===== config.mk =====
export PLATFORM = sky130hd
export DESIGN_NAME = a2_disk_top
export DESIGN_NICKNAME = d
export VERILOG_FILES = /design/src/a2_bus_pkg.sv /design/src/a2_drive_pkg.sv /design/src/a2_disk_top.sv /design/src/blk_arbiter.sv /design/src/floppy_track_fetch.sv /design/src/hdd_request.sv
export VERILOG_INCLUDE_DIRS = /design/src
export SDC_FILE = /design/constraint.sdc
export NUM_CORES = 1
export LEC_CHECK = 0
export BUFFER_PORTS_ARGS = -buffer_cell sky130_fd_sc_hd__buf_2
export CORE_ASPECT_RATIO = 1.5
export CORE_MARGIN = 4
export CORE_UTILIZATION = 45
export CTS_BUF_LIST = sky130_fd_sc_hd__clkbuf_8 sky130_fd_sc_hd__clkbuf_16
export DETAILED_ROUTE_END_ITERATION = 10
export PLACE_DENSITY = 0.71
export SLEW_MARGIN = 20
export SYNTH_ARGS = -nofsm -noshare
export SYNTH_HDL_FRONTEND = slang
export SYNTH_SLANG_ARGS = --single-unit

===== constraint.sdc =====
create_clock -name clk_sys -period 3.41 [get_ports clk_sys]
set_clock_uncertainty 0.15 [all_clocks]
set_input_delay 0.341 -clock clk_sys [delete_from_list [all_inputs] [get_ports clk_sys]]
set_output_delay 0.341 -clock clk_sys [all_outputs]
set_load 0.03 [all_outputs]

===== src/a2_params.svh =====
// ==================================================
// Block bus and floppy geometry constants
// ==================================================

`ifndef A2_PARAMS_SVH
`define A2_PARAMS_SVH

// ==================================================
// Block bus
// ==================================================

// Block address as seen by the storage side
`define A2_LBA_W 32

// Bus masters, floppy 1, hard disk and floppy 2
`define A2_UNITS 3

// ==================================================
// Floppy geometry
// ==================================================

// Head position, 35 tracks fit with room to spare
`define A2_TRACK_W 6

// One nibble track spans 13 blocks of the image
`define A2_TRACK_BLOCKS 13

`endif


===== src/a2_bus_pkg.sv =====
// ==================================================
// Block bus request layout and drive unit codes
// ==================================================

`include "a2_params.svh"

package a2_bus_pkg;

	// ==================================================
	// Drive units
	// ==================================================

	// Same numbering as the image slots of the host
	typedef enum logic [1:0] {
		unit_floppy1 = 2'd0,
		unit_hdd     = 2'd1,
		unit_floppy2 = 2'd2
	} drive_unit_e;

	// ==================================================
	// Master request
	// ==================================================

	// Classic cycle, held until the responder acks
	// Command only, no data phase
	typedef struct packed {
		logic                 cyc;
		logic                 stb;
		logic                 we;
		drive_unit_e          unit;
		logic [`A2_LBA_W-1:0] adr;
	} blk_req_t;

endpackage


===== src/a2_drive_pkg.sv =====
// ==================================================
// Mount events, track numbers, drive FSM states
// ==================================================

`include "a2_params.svh"

package a2_drive_pkg;

	// ==================================================
	// Host side events
	// ==================================================

	// One event names a single image slot
	// nonempty clear means the image was removed
	typedef struct packed {
		logic                    valid;
		a2_bus_pkg::drive_unit_e unit;
		logic                    nonempty;
		logic                    readonly;
	} mount_evt_t;

	// Head position from the disk controller
	typedef logic [`A2_TRACK_W-1:0] track_t;

	// ==================================================
	// Drive FSMs
	// ==================================================

	typedef enum logic {
		hdd_idle  = 1'b0,
		hdd_cycle = 1'b1
	} hdd_state_e;

	typedef enum logic [1:0] {
		fdd_empty  = 2'd0,
		fdd_fetch  = 2'd1,
		fdd_loaded = 2'd2
	} fdd_state_e;

endpackage


===== src/a2_disk_top.sv =====
// ==================================================
// Storage request side, two floppies and hard disk
// ==================================================

`timescale 1ns/100ps
`include "a2_params.svh"

module a2_disk_top (
	input  logic                     clk_sys,
	input  logic                     dd_reset,
	input  a2_drive_pkg::mount_evt_t mount,
	input  logic                     hdd_read,
	input  logic                     hdd_write,
	input  logic [`A2_LBA_W-1:0]     hdd_sector,
	input  a2_drive_pkg::track_t     track1,
	input  a2_drive_pkg::track_t     track2,
	output a2_bus_pkg::blk_req_t     blk,
	input  logic                     blk_ack,
	output logic                     cpu_wait,
	output logic                     hdd_mounted,
	output logic                     hdd_protect,
	output logic [1:0]               disk_busy,
	output logic [1:0]               disk_ready
);
	import a2_bus_pkg::*;

	// Master slots indexed by drive unit
	blk_req_t             mreq [`A2_UNITS];
	logic [`A2_UNITS-1:0] mack;

	floppy_track_fetch i_floppy1 (
		.clk_sys  (clk_sys),
		.dd_reset (dd_reset),
		.unit     (unit_floppy1),
		.mount    (mount),
		.track    (track1),
		.req      (mreq[unit_floppy1]),
		.ack      (mack[unit_floppy1]),
		.busy     (disk_busy[0]),
		.ready    (disk_ready[0])
	);

	floppy_track_fetch i_floppy2 (
		.clk_sys  (clk_sys),
		.dd_reset (dd_reset),
		.unit     (unit_floppy2),
		.mount    (mount),
		.track    (track2),
		.req      (mreq[unit_floppy2]),
		.ack      (mack[unit_floppy2]),
		.busy     (disk_busy[1]),
		.ready    (disk_ready[1])
	);

	hdd_request i_hdd (
		.clk_sys     (clk_sys),
		.dd_reset    (dd_reset),
		.mount       (mount),
		.hdd_read    (hdd_read),
		.hdd_write   (hdd_write),
		.hdd_sector  (hdd_sector),
		.req         (mreq[unit_hdd]),
		.ack         (mack[unit_hdd]),
		.cpu_wait    (cpu_wait),
		.hdd_mounted (hdd_mounted),
		.hdd_protect (hdd_protect)
	);

	blk_arbiter i_arbiter (
		.clk_sys  (clk_sys),
		.dd_reset (dd_reset),
		.req_in   (mreq),
		.ack_in   (blk_ack),
		.req_out  (blk),
		.ack_out  (mack)
	);

endmodule


===== src/blk_arbiter.sv =====
// ==================================================
// Round-robin arbiter for the shared block bus
// ==================================================

`timescale 1ns/100ps
`include "a2_params.svh"

module blk_arbiter (
	input  logic                 clk_sys,
	input  logic                 dd_reset,
	input  a2_bus_pkg::blk_req_t req_in [`A2_UNITS],
	input  logic                 ack_in,
	output a2_bus_pkg::blk_req_t req_out,
	output logic [`A2_UNITS-1:0] ack_out
);
	import a2_bus_pkg::*;

	logic [`A2_UNITS-1:0] req_vec;
	logic [`A2_UNITS-1:0] grant;
	logic [`A2_UNITS-1:0] pick;
	logic [1:0]           last_q;
	logic [1:0]           pick_idx;

	always_comb begin
		for (int i = 0; i < `A2_UNITS; i++) begin
			req_vec[i] = req_in[i].cyc && req_in[i].stb;
		end
	end

	// Walk from the farthest master back to the one right after last_q,
	// so the nearest requester wins
	always_comb begin
		int idx;
		pick     = '0;
		pick_idx = last_q;
		for (int k = `A2_UNITS; k >= 1; k--) begin
			idx = (int'(last_q) + k) % `A2_UNITS;
			if (req_vec[idx]) begin
				pick      = '0;
				pick[idx] = 1'b1;
				pick_idx  = 2'(idx);
			end
		end
	end

	// ==================================================
	// Grant register
	// ==================================================
	always_ff @(posedge clk_sys) begin
		if (dd_reset) begin
			grant  <= '0;
			last_q <= 2'(`A2_UNITS - 1);
		end else if (grant == '0) begin
			if (req_vec != '0) begin
				grant  <= pick;
				last_q <= pick_idx;
			end
		end else if (ack_in || !req_out.cyc) begin
			// Cycle ended or master withdrew its request
			grant <= '0;
		end
	end

	always_comb begin
		req_out = '0;
		for (int i = 0; i < `A2_UNITS; i++) begin
			if (grant[i])
				req_out = req_in[i];
		end
	end

	assign ack_out = grant & {`A2_UNITS{ack_in}};

	a_grant_onehot: assert property (@(posedge clk_sys) disable iff (dd_reset)
		$onehot0(grant));

	// Ack reaches one master, and only one that still requests
	a_ack_single: assert property (@(posedge clk_sys) disable iff (dd_reset)
		$onehot0(ack_out) && ((ack_out & ~req_vec) == '0));

endmodule


===== src/floppy_track_fetch.sv =====
// ==================================================
// Floppy drive master, mount tracking and track fetch
// ==================================================

`timescale 1ns/100ps
`include "a2_params.svh"

module floppy_track_fetch (
	input  logic                     clk_sys,
	input  logic                     dd_reset,
	input  a2_bus_pkg::drive_unit_e  unit,
	input  a2_drive_pkg::mount_evt_t mount,
	input  a2_drive_pkg::track_t     track,
	output a2_bus_pkg::blk_req_t     req,
	input  logic                     ack,
	output logic                     busy,
	output logic                     ready
);
	import a2_bus_pkg::*;
	import a2_drive_pkg::*;

	fdd_state_e           state;
	track_t               cur_trk;
	logic                 refetch;
	logic                 own_evt;
	logic                 cyc_q;
	logic [`A2_LBA_W-1:0] adr_q;
	logic [`A2_LBA_W-1:0] trk_lba;

	assign own_evt = mount.valid && (mount.unit == unit);

	// First block of the track inside the image
	assign trk_lba = `A2_LBA_W'(track) * `A2_LBA_W'(`A2_TRACK_BLOCKS);

	// ==================================================
	// Drive FSM
	// ==================================================
	always_ff @(posedge clk_sys) begin
		if (dd_reset) begin
			state   <= fdd_empty;
			refetch <= 1'b0;
			cyc_q   <= 1'b0;
		end else if (own_evt && !mount.nonempty) begin
			// Image removed, any cycle in flight is abandoned
			state   <= fdd_empty;
			refetch <= 1'b0;
			cyc_q   <= 1'b0;
		end else begin
			case (state)
				fdd_empty, fdd_loaded: begin
					if (own_evt || ((state == fdd_loaded) && (track != cur_trk))) begin
						state   <= fdd_fetch;
						cyc_q   <= 1'b1;
						adr_q   <= trk_lba;
						cur_trk <= track;
						refetch <= 1'b0;
					end
				end
				fdd_fetch: begin
					if (cyc_q) begin
						// Head moved or new image while the bus is busy
						if (own_evt || (track != cur_trk))
							refetch <= 1'b1;
						if (ack) begin
							cyc_q <= 1'b0;
							if (!refetch && !own_evt && (track == cur_trk))
								state <= fdd_loaded;
						end
					end else begin
						// Idle gap done, fetch the newest track
						cyc_q   <= 1'b1;
						adr_q   <= trk_lba;
						cur_trk <= track;
						refetch <= 1'b0;
					end
				end
				default: state <= fdd_empty;
			endcase
		end
	end

	assign busy  = (state == fdd_fetch);
	assign ready = (state == fdd_loaded);
	assign req   = '{cyc: cyc_q, stb: cyc_q, we: 1'b0, unit: unit, adr: adr_q};

	// An empty drive never holds the bus
	a_no_req_empty: assert property (@(posedge clk_sys) disable iff (dd_reset)
		(state == fdd_empty) |-> !req.cyc);

endmodule


===== src/hdd_request.sv =====
// ==================================================
// Hard disk block master with CPU wait
// ==================================================

`timescale 1ns/100ps
`include "a2_params.svh"

module hdd_request (
	input  logic                     clk_sys,
	input  logic                     dd_reset,
	input  a2_drive_pkg::mount_evt_t mount,
	input  logic                     hdd_read,
	input  logic                     hdd_write,
	input  logic [`A2_LBA_W-1:0]     hdd_sector,
	output a2_bus_pkg::blk_req_t     req,
	input  logic                     ack,
	output logic                     cpu_wait,
	output logic                     hdd_mounted,
	output logic                     hdd_protect
);
	import a2_bus_pkg::*;
	import a2_drive_pkg::*;

	hdd_state_e           state;
	logic                 rd_pend;
	logic                 wr_pend;
	logic                 rd_nxt;
	logic                 wr_nxt;
	logic                 done;
	logic                 cyc_q;
	logic                 we_q;
	logic [`A2_LBA_W-1:0] adr_q;

	assign done = (state == hdd_cycle) && ack;

	// Served command clears on its ack, a fresh pulse sets it again
	assign rd_nxt = (rd_pend && !(done && !we_q)) || hdd_read;
	assign wr_nxt = (wr_pend && !(done && we_q)) || hdd_write;

	// ==================================================
	// Command FSM
	// ==================================================
	always_ff @(posedge clk_sys) begin
		if (dd_reset) begin
			state    <= hdd_idle;
			rd_pend  <= 1'b0;
			wr_pend  <= 1'b0;
			cyc_q    <= 1'b0;
			we_q     <= 1'b0;
			cpu_wait <= 1'b0;
		end else begin
			rd_pend  <= rd_nxt;
			wr_pend  <= wr_nxt;
			// CPU waits while anything is left to serve
			cpu_wait <= rd_nxt || wr_nxt;
			if (state == hdd_idle) begin
				if (rd_pend || wr_pend) begin
					state <= hdd_cycle;
					cyc_q <= 1'b1;
					// Read goes first when both are pending
					we_q  <= !rd_pend;
					adr_q <= hdd_sector;
				end
			end else if (ack) begin
				state <= hdd_idle;
				cyc_q <= 1'b0;
			end
		end
	end

	// Image status for the hard disk slot only
	always_ff @(posedge clk_sys) begin
		if (dd_reset) begin
			hdd_mounted <= 1'b0;
			hdd_protect <= 1'b0;
		end else if (mount.valid && (mount.unit == unit_hdd)) begin
			hdd_mounted <= mount.nonempty;
			hdd_protect <= mount.readonly;
		end
	end

	assign req = '{cyc: cyc_q, stb: cyc_q, we: we_q, unit: unit_hdd, adr: adr_q};

	// Request frozen until the responder acks
	a_req_stable: assert property (@(posedge clk_sys) disable iff (dd_reset)
		req.stb && !ack |=> $stable(req));

endmodule


==> flow_metrics.py, run 1 <==
metrics = {
    "status": {
        "outcome": "finished, final reports clean",
    },
    "clock_network": {
        "cts_setup_buffers": 0,
        "cts_sinks": 81,
        "clk_path_buf_depth": 2,
        "cts_tree": "yes",
        "numCtsBuffers": 9,
        "cts-root-buf": "clkbuf_16",
        "clkSlewWorstSetupHoldPaths_ns": 0.06,
        "cts_resized": 0,
        "cts_hold_buf": 0,
        "h-tree-depth": 3,
        "insertion_delay_ns": 0.33,
    },
    "global_routing": {
        "grt_max_degree": 33,
        "grt_use_total_pct": 17.9,
        "antenna_found_initial": 0,
        "grt_pass1_vias": 3250,
        "grt_pass1_wl_um": 15600,
        "grt_overflow": 0,
    },
    "routing": {
        "via_per_inst": 5.34,
        "drc": 0,
        "wl_um": 9890,
        "drtIter0Drc": 148,
        "route.antenna.remaining_nets": 0,
        "vias": 3238,
        "drtPass1Iterations": 4,
        "wl_per_cell_um": 16.3,
    },
    "setup_path": {
        "cp_slowest_stage_delay_ns": 0.52,
        "crit_family": "adder cells",
        "critPathRequiredTime_ns": 3.34,
        "crit_slowest_cell": "fa_1",
        "path_buf_inv": 1,
        "crit_path_end_kind": "flip-flop",
        "r2r_cells": 6,
        "worst-path-max-fanout": 4,
        "reg2reg_to": "i_arbiter.last_q[1]",
        "crit_path_start": "track1[1]",
        "critPathLaunchType": "input port",
        "cp.arrival_ns": 2.55,
        "r2r-start": "i_arbiter.last_q[0]",
        "path_cells": "buf_2 -> ha_1 -> fa_1 -> fa_1 -> a21o_1 -> a21oi_1 -> o21bai_1 -> a21oi_1 -> xnor2_1",
        "path_class": "input port to flip-flop",
        "worstSetupEndpoint": "i_floppy1.adr_q[9]",
        "path_depth": 9,
        "ff2ff_setup_slack_ns": 1.12,
    },
    "timing": {
        "holdWs_ns": 0.0344,
        "min_period_ns": 2.62,
        "fmaxAchievable_mhz": 382,
        "slew-limit-headroom_pct": 54.9,
        "setup_viol": 0,
        "setup_tns_ns": 0,
        "hold_viol_final": 0,
        "max_slew.worst_pin.slew_ns": 0.674,
        "rsz0062_at_grt": "no",
        "setup_ws_ns": 0.790,
        "slew_viol_final": 0,
        "timing.final.crit_share_pct": 76.8,
    },
    "synthesis": {
        "synth_cell_types": 60,
        "synth-main-ff-cell": "edfxtp_1",
        "seq_area_frac_synth_pct": 49.8,
        "yosys_warnings": 0,
        "synth_cells": 394,
        "syn-num-nets": 490,
        "synth_area_leaders": "edfxtp_1 40%, ha_1 10%, dfxtp_1 9.4%, a21oi_1 3.6%, and2_1 3.2%",
        "async_flop_share_pct": 0,
        "synth_seq_cells": 81,
        "synth_top_area_cell": "edfxtp_1",
        "syn_area_mm2": 0.00446,
        "synth.avg_cell_area_um2": 11.3,
        "synth_enable_flop_cells": 60,
        "yosysTopAreaCellShare_pct": 40.4,
    },
    "placed_design": {
        "pre_cts_ws_ns": 0.434,
        "io_buffers": 97,
        "hpwl_um": 7610,
        "gp_congestion": 0.921,
        "dpl_cell_area_mm2": 0.00501,
    },
    "power": {
        "internal-power_mw": 1.97,
        "clkPwrFrac_pct": 28.3,
        "p_leak_nw": 2.30,
        "switching_power_mw": 0.989,
        "p_comb_share_pct": 31.5,
        "power.share.switching_pct": 33.4,
        "ir_drop_v": 0.000356,
        "seqPwrFrac_pct": 40.2,
        "pwr_density_cell_mw_per_mm2": 562,
    },
    "layout": {
        "nets": 582,
        "drive_gt1_share_pct": 25.3,
        "fin_area_mm2": 0.00527,
        "area_growth_pct": 18.0,
        "n_antenna_cell": 0,
    },
    "floorplanning": {
        "die_w_um": 89.3,
        "num_rows": 44,
        "initial_core_util_pct": 46.1,
        "dieArea_mm2": 0.0116,
        "coreArea_mm2": 0.00969,
        "io-pin-count": 98,
        "die_h_um": 130,
    },
    "worst_hold_path": {
        "hp-start": "hdd_sector[7]",
        "hold_class": "input port to flip-flop",
    },
    "run": {
        "maxCapViolations": 0,
    },
}
## cell usage after synthesis, drive strengths merged, types with 4 or more instances
cell type / n
ha: 36
nor3: 9
buf: 15
nor2b: 8
nand2: 21
o21ai: 16
and2: 23
a21o: 4
o21bai: 8
clkbuf: 6
inv: 27
nor2: 20
fa: 6
xnor2: 14
edfxtp: 60
dfxtp: 21
a21oi: 32
xor2: 8
a22oi: 11
## flip-flops by register name, summed over array words and instances, names as in the netlist
name and count:
i_arbiter.grant 3, i_arbiter.last_q 2, i_floppy1.adr_q 8, i_floppy1.cur_trk 6, i_floppy1.cyc_q 1, i_floppy1.refetch 1, i_floppy1.state 2, i_floppy2.adr_q 8
i_floppy2.cur_trk 6, i_floppy2.cyc_q 1, i_floppy2.refetch 1, i_floppy2.state 2, i_hdd.adr_q 32, i_hdd.cpu_wait 1, i_hdd.cyc_q 1, i_hdd.hdd_mounted 1
i_hdd.hdd_protect 1, i_hdd.rd_pend 1, i_hdd.state 1, i_hdd.we_q 1, i_hdd.wr_pend 1
## placed cells by master, fill, tap and decap left out, types with 3 or more instances in the layout
| cell | instances |
|---|---|
| buf_2 | 97 |
| nor2b_1 | 7 |
| a21o_1 | 4 |
| buf_4 | 5 |
| o31ai_1 | 3 |
| fa_1 | 6 |
| nand3b_1 | 3 |
| o21ai_0 | 14 |
| nor2_1 | 19 |
| ha_1 | 36 |
| inv_1 | 32 |
| a21oi_1 | 32 |
| nor3_1 | 8 |
| edfxtp_1 | 60 |
| a22oi_1 | 11 |
| xnor2_1 | 14 |
| dfxtp_1 | 21 |
| nand2_1 | 21 |
| and2_1 | 23 |
| xor2_1 | 8 |
| clkbuf_16 | 9 |
| o21bai_1 | 8 |
| a211oi_1 | 3 |
| mux2i_1 | 3 |
## stage by stage
step	util (%)	instances	power (mW)
floorplan	-	394	1.92
global placement	51.7	590	2.12
detailed placement	51.7	590	2.14
CTS	54.3	606	2.99
global route	54.3	606	3.13
finish	54.3	606	2.96
## worst min path at each step
stage | endpoint | slack, ns | cells after the start
floorplan | i_floppy1.cur_trk[0] | 0.29 | 0
global placement | i_hdd.hdd_protect | 0.32 | 2
detailed placement | i_hdd.hdd_mounted | 0.33 | 2
CTS | i_hdd.adr_q[5] | 0.02 | 1
global route | i_hdd.adr_q[20] | 0.02 | 1
finish | i_hdd.adr_q[7] | 0.03 | 1
## metal layers
metal	track usage (%)	up-vias	routed length [µm]
li1	-	1600	-
met1	19.0	1553	3680
met2	33.1	71	5590
met3	4.11	14	396
met4	7.36	0	215
met5	0	-	0
## cells by family (layout without fill, tap and decap cells)
group                    Yosys count  after routing  synth area share [%]
adder cells (fa/ha/maj)           42             42                  12.8
AO/OA/AOI/OAI                     94             94                  14.1
AND/OR/NAND/NOR                  104            104                  13.3
multiplexers                       3              3                 0.673
XOR/XNOR                          22             22                  4.32
buffers and inverters             48            145                  5.07
flip-flops                        81             81                  49.8
## power groups by stage
stage	registers (mW)	logic [mW]	clock network, mW
floorplan	1.20	0.725	0
global placement	1.21	0.908	0
detailed placement	1.21	0.932	0
CTS	1.19	0.937	0.857
global route	1.20	1.03	0.900
finish	1.19	0.931	0.838
## cell type report
class | instances | area (µm²)
fillers | 903 | 4420
flip-flops and latches | 81 | 2220
multi-input cells | 265 | 2020
repair buffers | 102 | 523
clock buffers | 9 | 225
well taps | 115 | 144
inverters | 27 | 101
clock inverters | 7 | 27.5
Note: power is estimated with default switching activity, not from simulation.
==> run 2, diff against run 1 <==
PLACE_DENSITY = 0.68   (was 0.71)
clock period = 2.7 ns   (was 3.41 ns; I/O delays follow)
==> run 2 against run 1 <==
Clock-buffer cell count rose by 5. Cell count rose by 8.1%. Cell area rose by 10%. Critical path depth did not move. Total power rose by 36%. Combinational power rose by 34%. Routed wire length rose by 1.2%. Via count rose by 4.5%. First-iteration DRC count rose by 23%. Sequential cell count did not move. Sequential share of layout area fell by 3.9 points. Clock power rose by 50%. Critical path type unchanged.
==> flow_metrics.py, run 2 (same netlist as run 1, synthesis figures left out) <==
metrics = {
    "global_routing": {
        "antenna_found_initial": 0,
        "grt_max_degree": 28,
        "grt_pass1_wl_um": 16000,
        "grt_pass1_vias": 3387,
        "use_met2_pct": 33.0,
        "grt_overflow": 0,
        "grt_busiest_layer": "met2",
        "met3_usage_pct": 2.84,
        "met1_usage_pct": 20.1,
        "grt_use_total_pct": 18.0,
    },
    "layout": {
        "post-route-util_pct": 59.9,
        "nets": 631,
        "area_growth_pct": 30.0,
        "largest_reg_flops": 32,
        "top_regs": "i_hdd.adr_q: 32 flops, i_floppy1.adr_q: 8 flops, i_floppy2.adr_q: 8 flops",
        "layout_common_cells": "97 x buf_2, 60 x edfxtp_1, 36 x ha_1",
        "final_common_cell": "buf_2",
        "drive_gt1_share_pct": 26.7,
        "stdcell_count": 655,
        "n_antenna_cell": 0,
        "largest-register": "i_hdd.adr_q",
    },
    "placed_design": {
        "placed_cells": 607,
        "gp_congestion": 0.910,
        "pre_cts_ws_ns": -0.107,
        "hpwl_um": 7410,
        "io_buffers": 97,
    },
    "setup_path": {
        "crit_path_end_kind": "flip-flop",
        "cp_slowest_stage_delay_ns": 0.52,
        "path_cells": "buf_2 -> ha_1 -> fa_1 -> fa_1 -> a21o_1 -> a21oi_1 -> o21bai_1 -> a21oi_1 -> xnor2_1",
        "worst-path-max-fanout": 3,
        "cp.arrival_ns": 2.40,
        "critPathLaunchType": "input port",
        "crit_slowest_cell": "fa_1",
        "crit_family": "adder cells",
        "path_buf_inv": 1,
        "critPathRequiredTime_ns": 2.63,
        "path_class": "input port to flip-flop",
        "ff2ff_setup_slack_ns": 0.36,
    },
    "timing": {
        "slew-limit-headroom_pct": 57.5,
        "max_slew.worst_pin.slew_ns": 0.636,
        "fmaxAchievable_mhz": 405,
        "hold_viol_final": 0,
        "timing.final.crit_share_pct": 91.4,
        "setup_viol": 0,
        "slew_viol_final": 0,
        "min_period_ns": 2.47,
        "setup_ws_ns": 0.233,
        "rsz0062_at_grt": "no",
    },
    "power": {
        "ir_drop_v": 0.000486,
        "pwr_density_cell_mw_per_mm2": 695,
        "p_leak_nw": 2.54,
    },
    "routing": {
        "wl_per_cell_um": 15.3,
        "drc": 0,
        "drtIter0Drc": 182,
        "wl_um": 10000,
        "route.antenna.remaining_nets": 0,
        "via_per_inst": 5.17,
        "drtPass1Iterations": 4,
        "vias": 3385,
    },
    "clock_network": {
        "insertion_delay_ns": 0.33,
        "clk_path_buf_depth": 2,
        "numCtsBuffers": 9,
        "h-tree-depth": 3,
        "cts-root-buf": "clkbuf_16",
        "cts_resized": 0,
        "clkSlewWorstSetupHoldPaths_ns": 0.06,
        "cts_tree": "yes",
        "cts_sinks": 81,
    },
    "floorplanning": {
        "io-pin-count": 98,
        "initial_core_util_pct": 46.1,
        "coreArea_mm2": 0.00969,
        "num_rows": 44,
        "die_h_um": 130,
        "die_w_um": 89.3,
        "dieArea_mm2": 0.0116,
    },
    "worst_hold_path": {
        "hold_class": "input port to flip-flop",
    },
    "run": {
        "maxCapViolations": 0,
    },
    "status": {
        "outcome": "finished, final reports clean",
    },
}
[run 2: cell count changes in the layout (fill, tap and decap cells not counted), moves of 2 or more]
| cell | before | now |
|---|---|---|
| buf_4 | 5 | 21 |
| inv_1 | 32 | 28 |
| clkbuf_8 | 0 | 3 |
| clkbuf_16 | 9 | 11 |
| dlygate4sd3_1 | 0 | 32 |
[run 2: path summary, 6_finish.rpt]
| check | from | end | cells past startpoint |
|---|---|---|---|
| setup / recovery | track2[1] | i_floppy2.adr_q[9] | 9 |
| hold reg to reg | i_hdd.rd_pend | i_hdd.we_q | 1 |
| setup reg to reg | i_arbiter.last_q[0] | i_arbiter.last_q[1] | 6 |
| hold / removal | hdd_write | i_hdd.wr_pend | 3 |
[run 2: report_power, final]
part / total (mW) / switching, mW / internal (mW)
Combinational: 1.25 / 0.743 / 0.507
Clock: 1.26 / 0.459 / 0.804
Sequential: 1.52 / 0.0704 / 1.45
[run 2: layout make-up]
cell class	instances	area (µm²)
fill	816	3890
sequential	81	2220
multi-input combinational	265	2030
timing repair buffer	151	983
clock buffer	14	317
tap	115	144
inverter	27	101
clock inverter	2	7.51
[run 2: tightest hold or removal path, cell delays in order]
cell and delay [ns]:
buf_2 0.08, a21oi_1 0.04, nor2_1 0.07
[run 2: what timing repair did]
action	in CTS	in global routing
endpoints found under the setup margin	0	0
hold endpoints to repair	32	0
setup buffers	0	0
hold buffers	32	0
[run 2: metal layers]
layer	routed length [µm]	vias to the layer above
li1	-	1695
met5	0	-
met4	230	0
met3	374	13
met1	3890	1612
met2	5510	65
[run 2: metrics by stage]
stage	hold slack [ns]	power (mW)	instance area, µm²	setup TNS (ns)
detailed placement	0.299	2.75	5160	-0.222
floorplan	0.219	2.43	4470	0
global route	0.0463	4.24	5800	0
global placement	0.298	2.73	5160	-0.0915
finish	0.0224	4.03	5800	0
CTS	0.0124	4.07	5800	0
==> run 3, diff against run 2 <==
clock period = 2.4 ns   (was 2.7 ns; I/O delays follow)
==> run 3 against run 2 <==
Register-to-register slack worse by 0.07 ns. Sequential cell count stayed put. Routed wire length is 1.9% higher. First-iteration DRC count is 37% lower. Clock power is 3% higher. Sequential share of layout area is 0.38 points lower. Largest power group unchanged. Die area stayed put. Combinational power is 17% higher. Total power is 11% higher. Utilization is 0.59 points higher. Hold slack better by 0.030 ns.
==> flow_metrics.py, run 3 (same netlist as run 1, synthesis figures left out) <==
metrics = {
    "timing": {
        "rsz0062_at_grt": "no",
        "slew-limit-headroom_pct": 58.5,
        "fmaxAchievable_mhz": 439,
        "max_slew.worst_pin.slew_ns": 0.621,
        "hold_viol_final": 0,
        "holdWs_ns": 0.0528,
        "timing.final.crit_share_pct": 94.9,
        "min_period_ns": 2.28,
        "slew_viol_final": 0,
        "setup_viol": 0,
    },
    "power": {
        "power_mw": 4.46,
        "p_leak_nw": 2.55,
        "ir_drop_v": 0.000546,
        "pwr_density_cell_mw_per_mm2": 761,
    },
    "layout": {
        "post-route-util_pct": 60.5,
        "drive_gt1_share_pct": 28.5,
        "top_regs": "i_hdd.adr_q: 32 flops, i_floppy1.adr_q: 8 flops, i_floppy2.adr_q: 8 flops",
        "area_growth_pct": 31.3,
        "final_common_cell": "buf_2",
        "layout_common_cells": "97 x buf_2, 60 x edfxtp_1, 35 x dlygate4sd3_1",
        "nets": 639,
        "largest-register": "i_hdd.adr_q",
        "largest_reg_flops": 32,
        "n_antenna_cell": 0,
    },
    "setup_path": {
        "path_cells": "buf_2 -> ha_1 -> inv_1 -> fa_1 -> inv_1 -> ha_1 -> a21o_1 -> a21oi_2 -> o21bai_1 -> a21oi_2 -> xnor2_1",
        "critPathRequiredTime_ns": 2.33,
        "cp.arrival_ns": 2.21,
        "critPathLaunchType": "input port",
        "path_class": "input port to flip-flop",
        "cp_slowest_stage_delay_ns": 0.49,
        "crit_slowest_cell": "fa_1",
        "worst-path-max-fanout": 3,
        "crit_path_end_kind": "flip-flop",
    },
    "placed_design": {
        "hpwl_um": 7680,
        "gp_congestion": 0.820,
        "io_buffers": 97,
    },
    "routing": {
        "drc": 0,
        "wl_per_cell_um": 15.4,
        "drtIter0Drc": 115,
        "wl_um": 10200,
        "via_per_inst": 5.20,
        "drtPass1Iterations": 4,
        "vias": 3445,
        "route.antenna.remaining_nets": 0,
    },
    "global_routing": {
        "grt_pass1_wl_um": 16400,
        "grt_max_degree": 26,
        "grt_use_total_pct": 18.7,
        "grt_pass1_vias": 3407,
        "antenna_found_initial": 0,
        "grt_overflow": 0,
    },
    "floorplanning": {
        "die_w_um": 89.3,
        "io-pin-count": 98,
        "die_h_um": 130,
        "initial_core_util_pct": 46.1,
        "coreArea_mm2": 0.00969,
        "dieArea_mm2": 0.0116,
        "num_rows": 44,
    },
    "worst_hold_path": {
        "hold_class": "input port to flip-flop",
    },
    "run": {
        "maxCapViolations": 0,
    },
    "clock_network": {
        "clkSlewWorstSetupHoldPaths_ns": 0.06,
        "cts_tree": "yes",
        "insertion_delay_ns": 0.33,
        "h-tree-depth": 3,
        "cts-root-buf": "clkbuf_16",
        "clk_path_buf_depth": 2,
        "cts_sinks": 81,
        "numCtsBuffers": 9,
    },
    "status": {
        "outcome": "finished, final reports clean",
    },
}
==> run 3: changes by cell type in the layout (fill, tap and decap cells not counted), sizes merged <==
cell	before	now
clkinv	0	3
buf	119	124
inv	29	30
clkbuf	14	9
dlygate4sd3	32	35
bufinv	0	1
==> run 3: worst max-delay path, delay by kind of cell <==
family	cells	cell delay (ns)
adders and majority gates	3	1.08
AOI/OAI and AO/OA	4	0.60
buffers and inverters	3	0.22
xor gates and xnor gates	1	0.08
==> run 3: timing repair <==
item | CTS | global route
setup endpoints to repair | 0 | 1
endpoints found under the hold margin | 35 | 0
gates resized for setup | 0 | 1
hold buffers | 35 | 0
setup buffers | 0 | 0
==> run 3: worst paths after layout <==
path	depth (start not counted)	startpoint	endpoint	slack, ns
setup / recovery	11	track1[2]	i_floppy1.adr_q[9]	0.12
hold / removal	3	mount[1]	i_hdd.hdd_mounted	0.05
setup reg to reg	6	i_arbiter.last_q[0]	i_arbiter.last_q[1]	0.29
hold reg to reg	1	i_hdd.rd_pend	i_hdd.we_q	0.33
==> run 3: layout make-up <==
class                      instances  area, µm²
timing repair buffer             159       1040
inverter                          27        101
clock buffer                       9        225
clock inverter                     7       55.1
fill                             787       3830
sequential                        81       2220
multi-input combinational        265       2070
tap                              115        144
==> run 3: per-stage QoR <==
stage	TNS (ns)	std cells	setup WS, ns	area (µm²)
2_1_floorplan	0	394	0.00162	4510
3_3_place_gp	-0.639	612	-0.158	5220
3_5_place_dp	-0.972	612	-0.255	5220
4_1_cts	0	663	0.0826	5850
5_1_grt	0	663	0.0163	5860
6_report	0	663	0.122	5860
==> run 3: power by group <==
| part | internal [mW] | switching, mW |
|---|---|---|
| combinational | 0.605 | 0.853 |
| clock | 0.786 | 0.511 |
| sequential | 1.63 | 0.0726 |
==> run 3: metal layers <==
layer / global-route usage (%) / wire length, µm
met1: 21.2 / 3880
met2: 33.7 / 5640
met3: 3.92 / 392
met4: 7.54 / 275
met5: 0 / 0
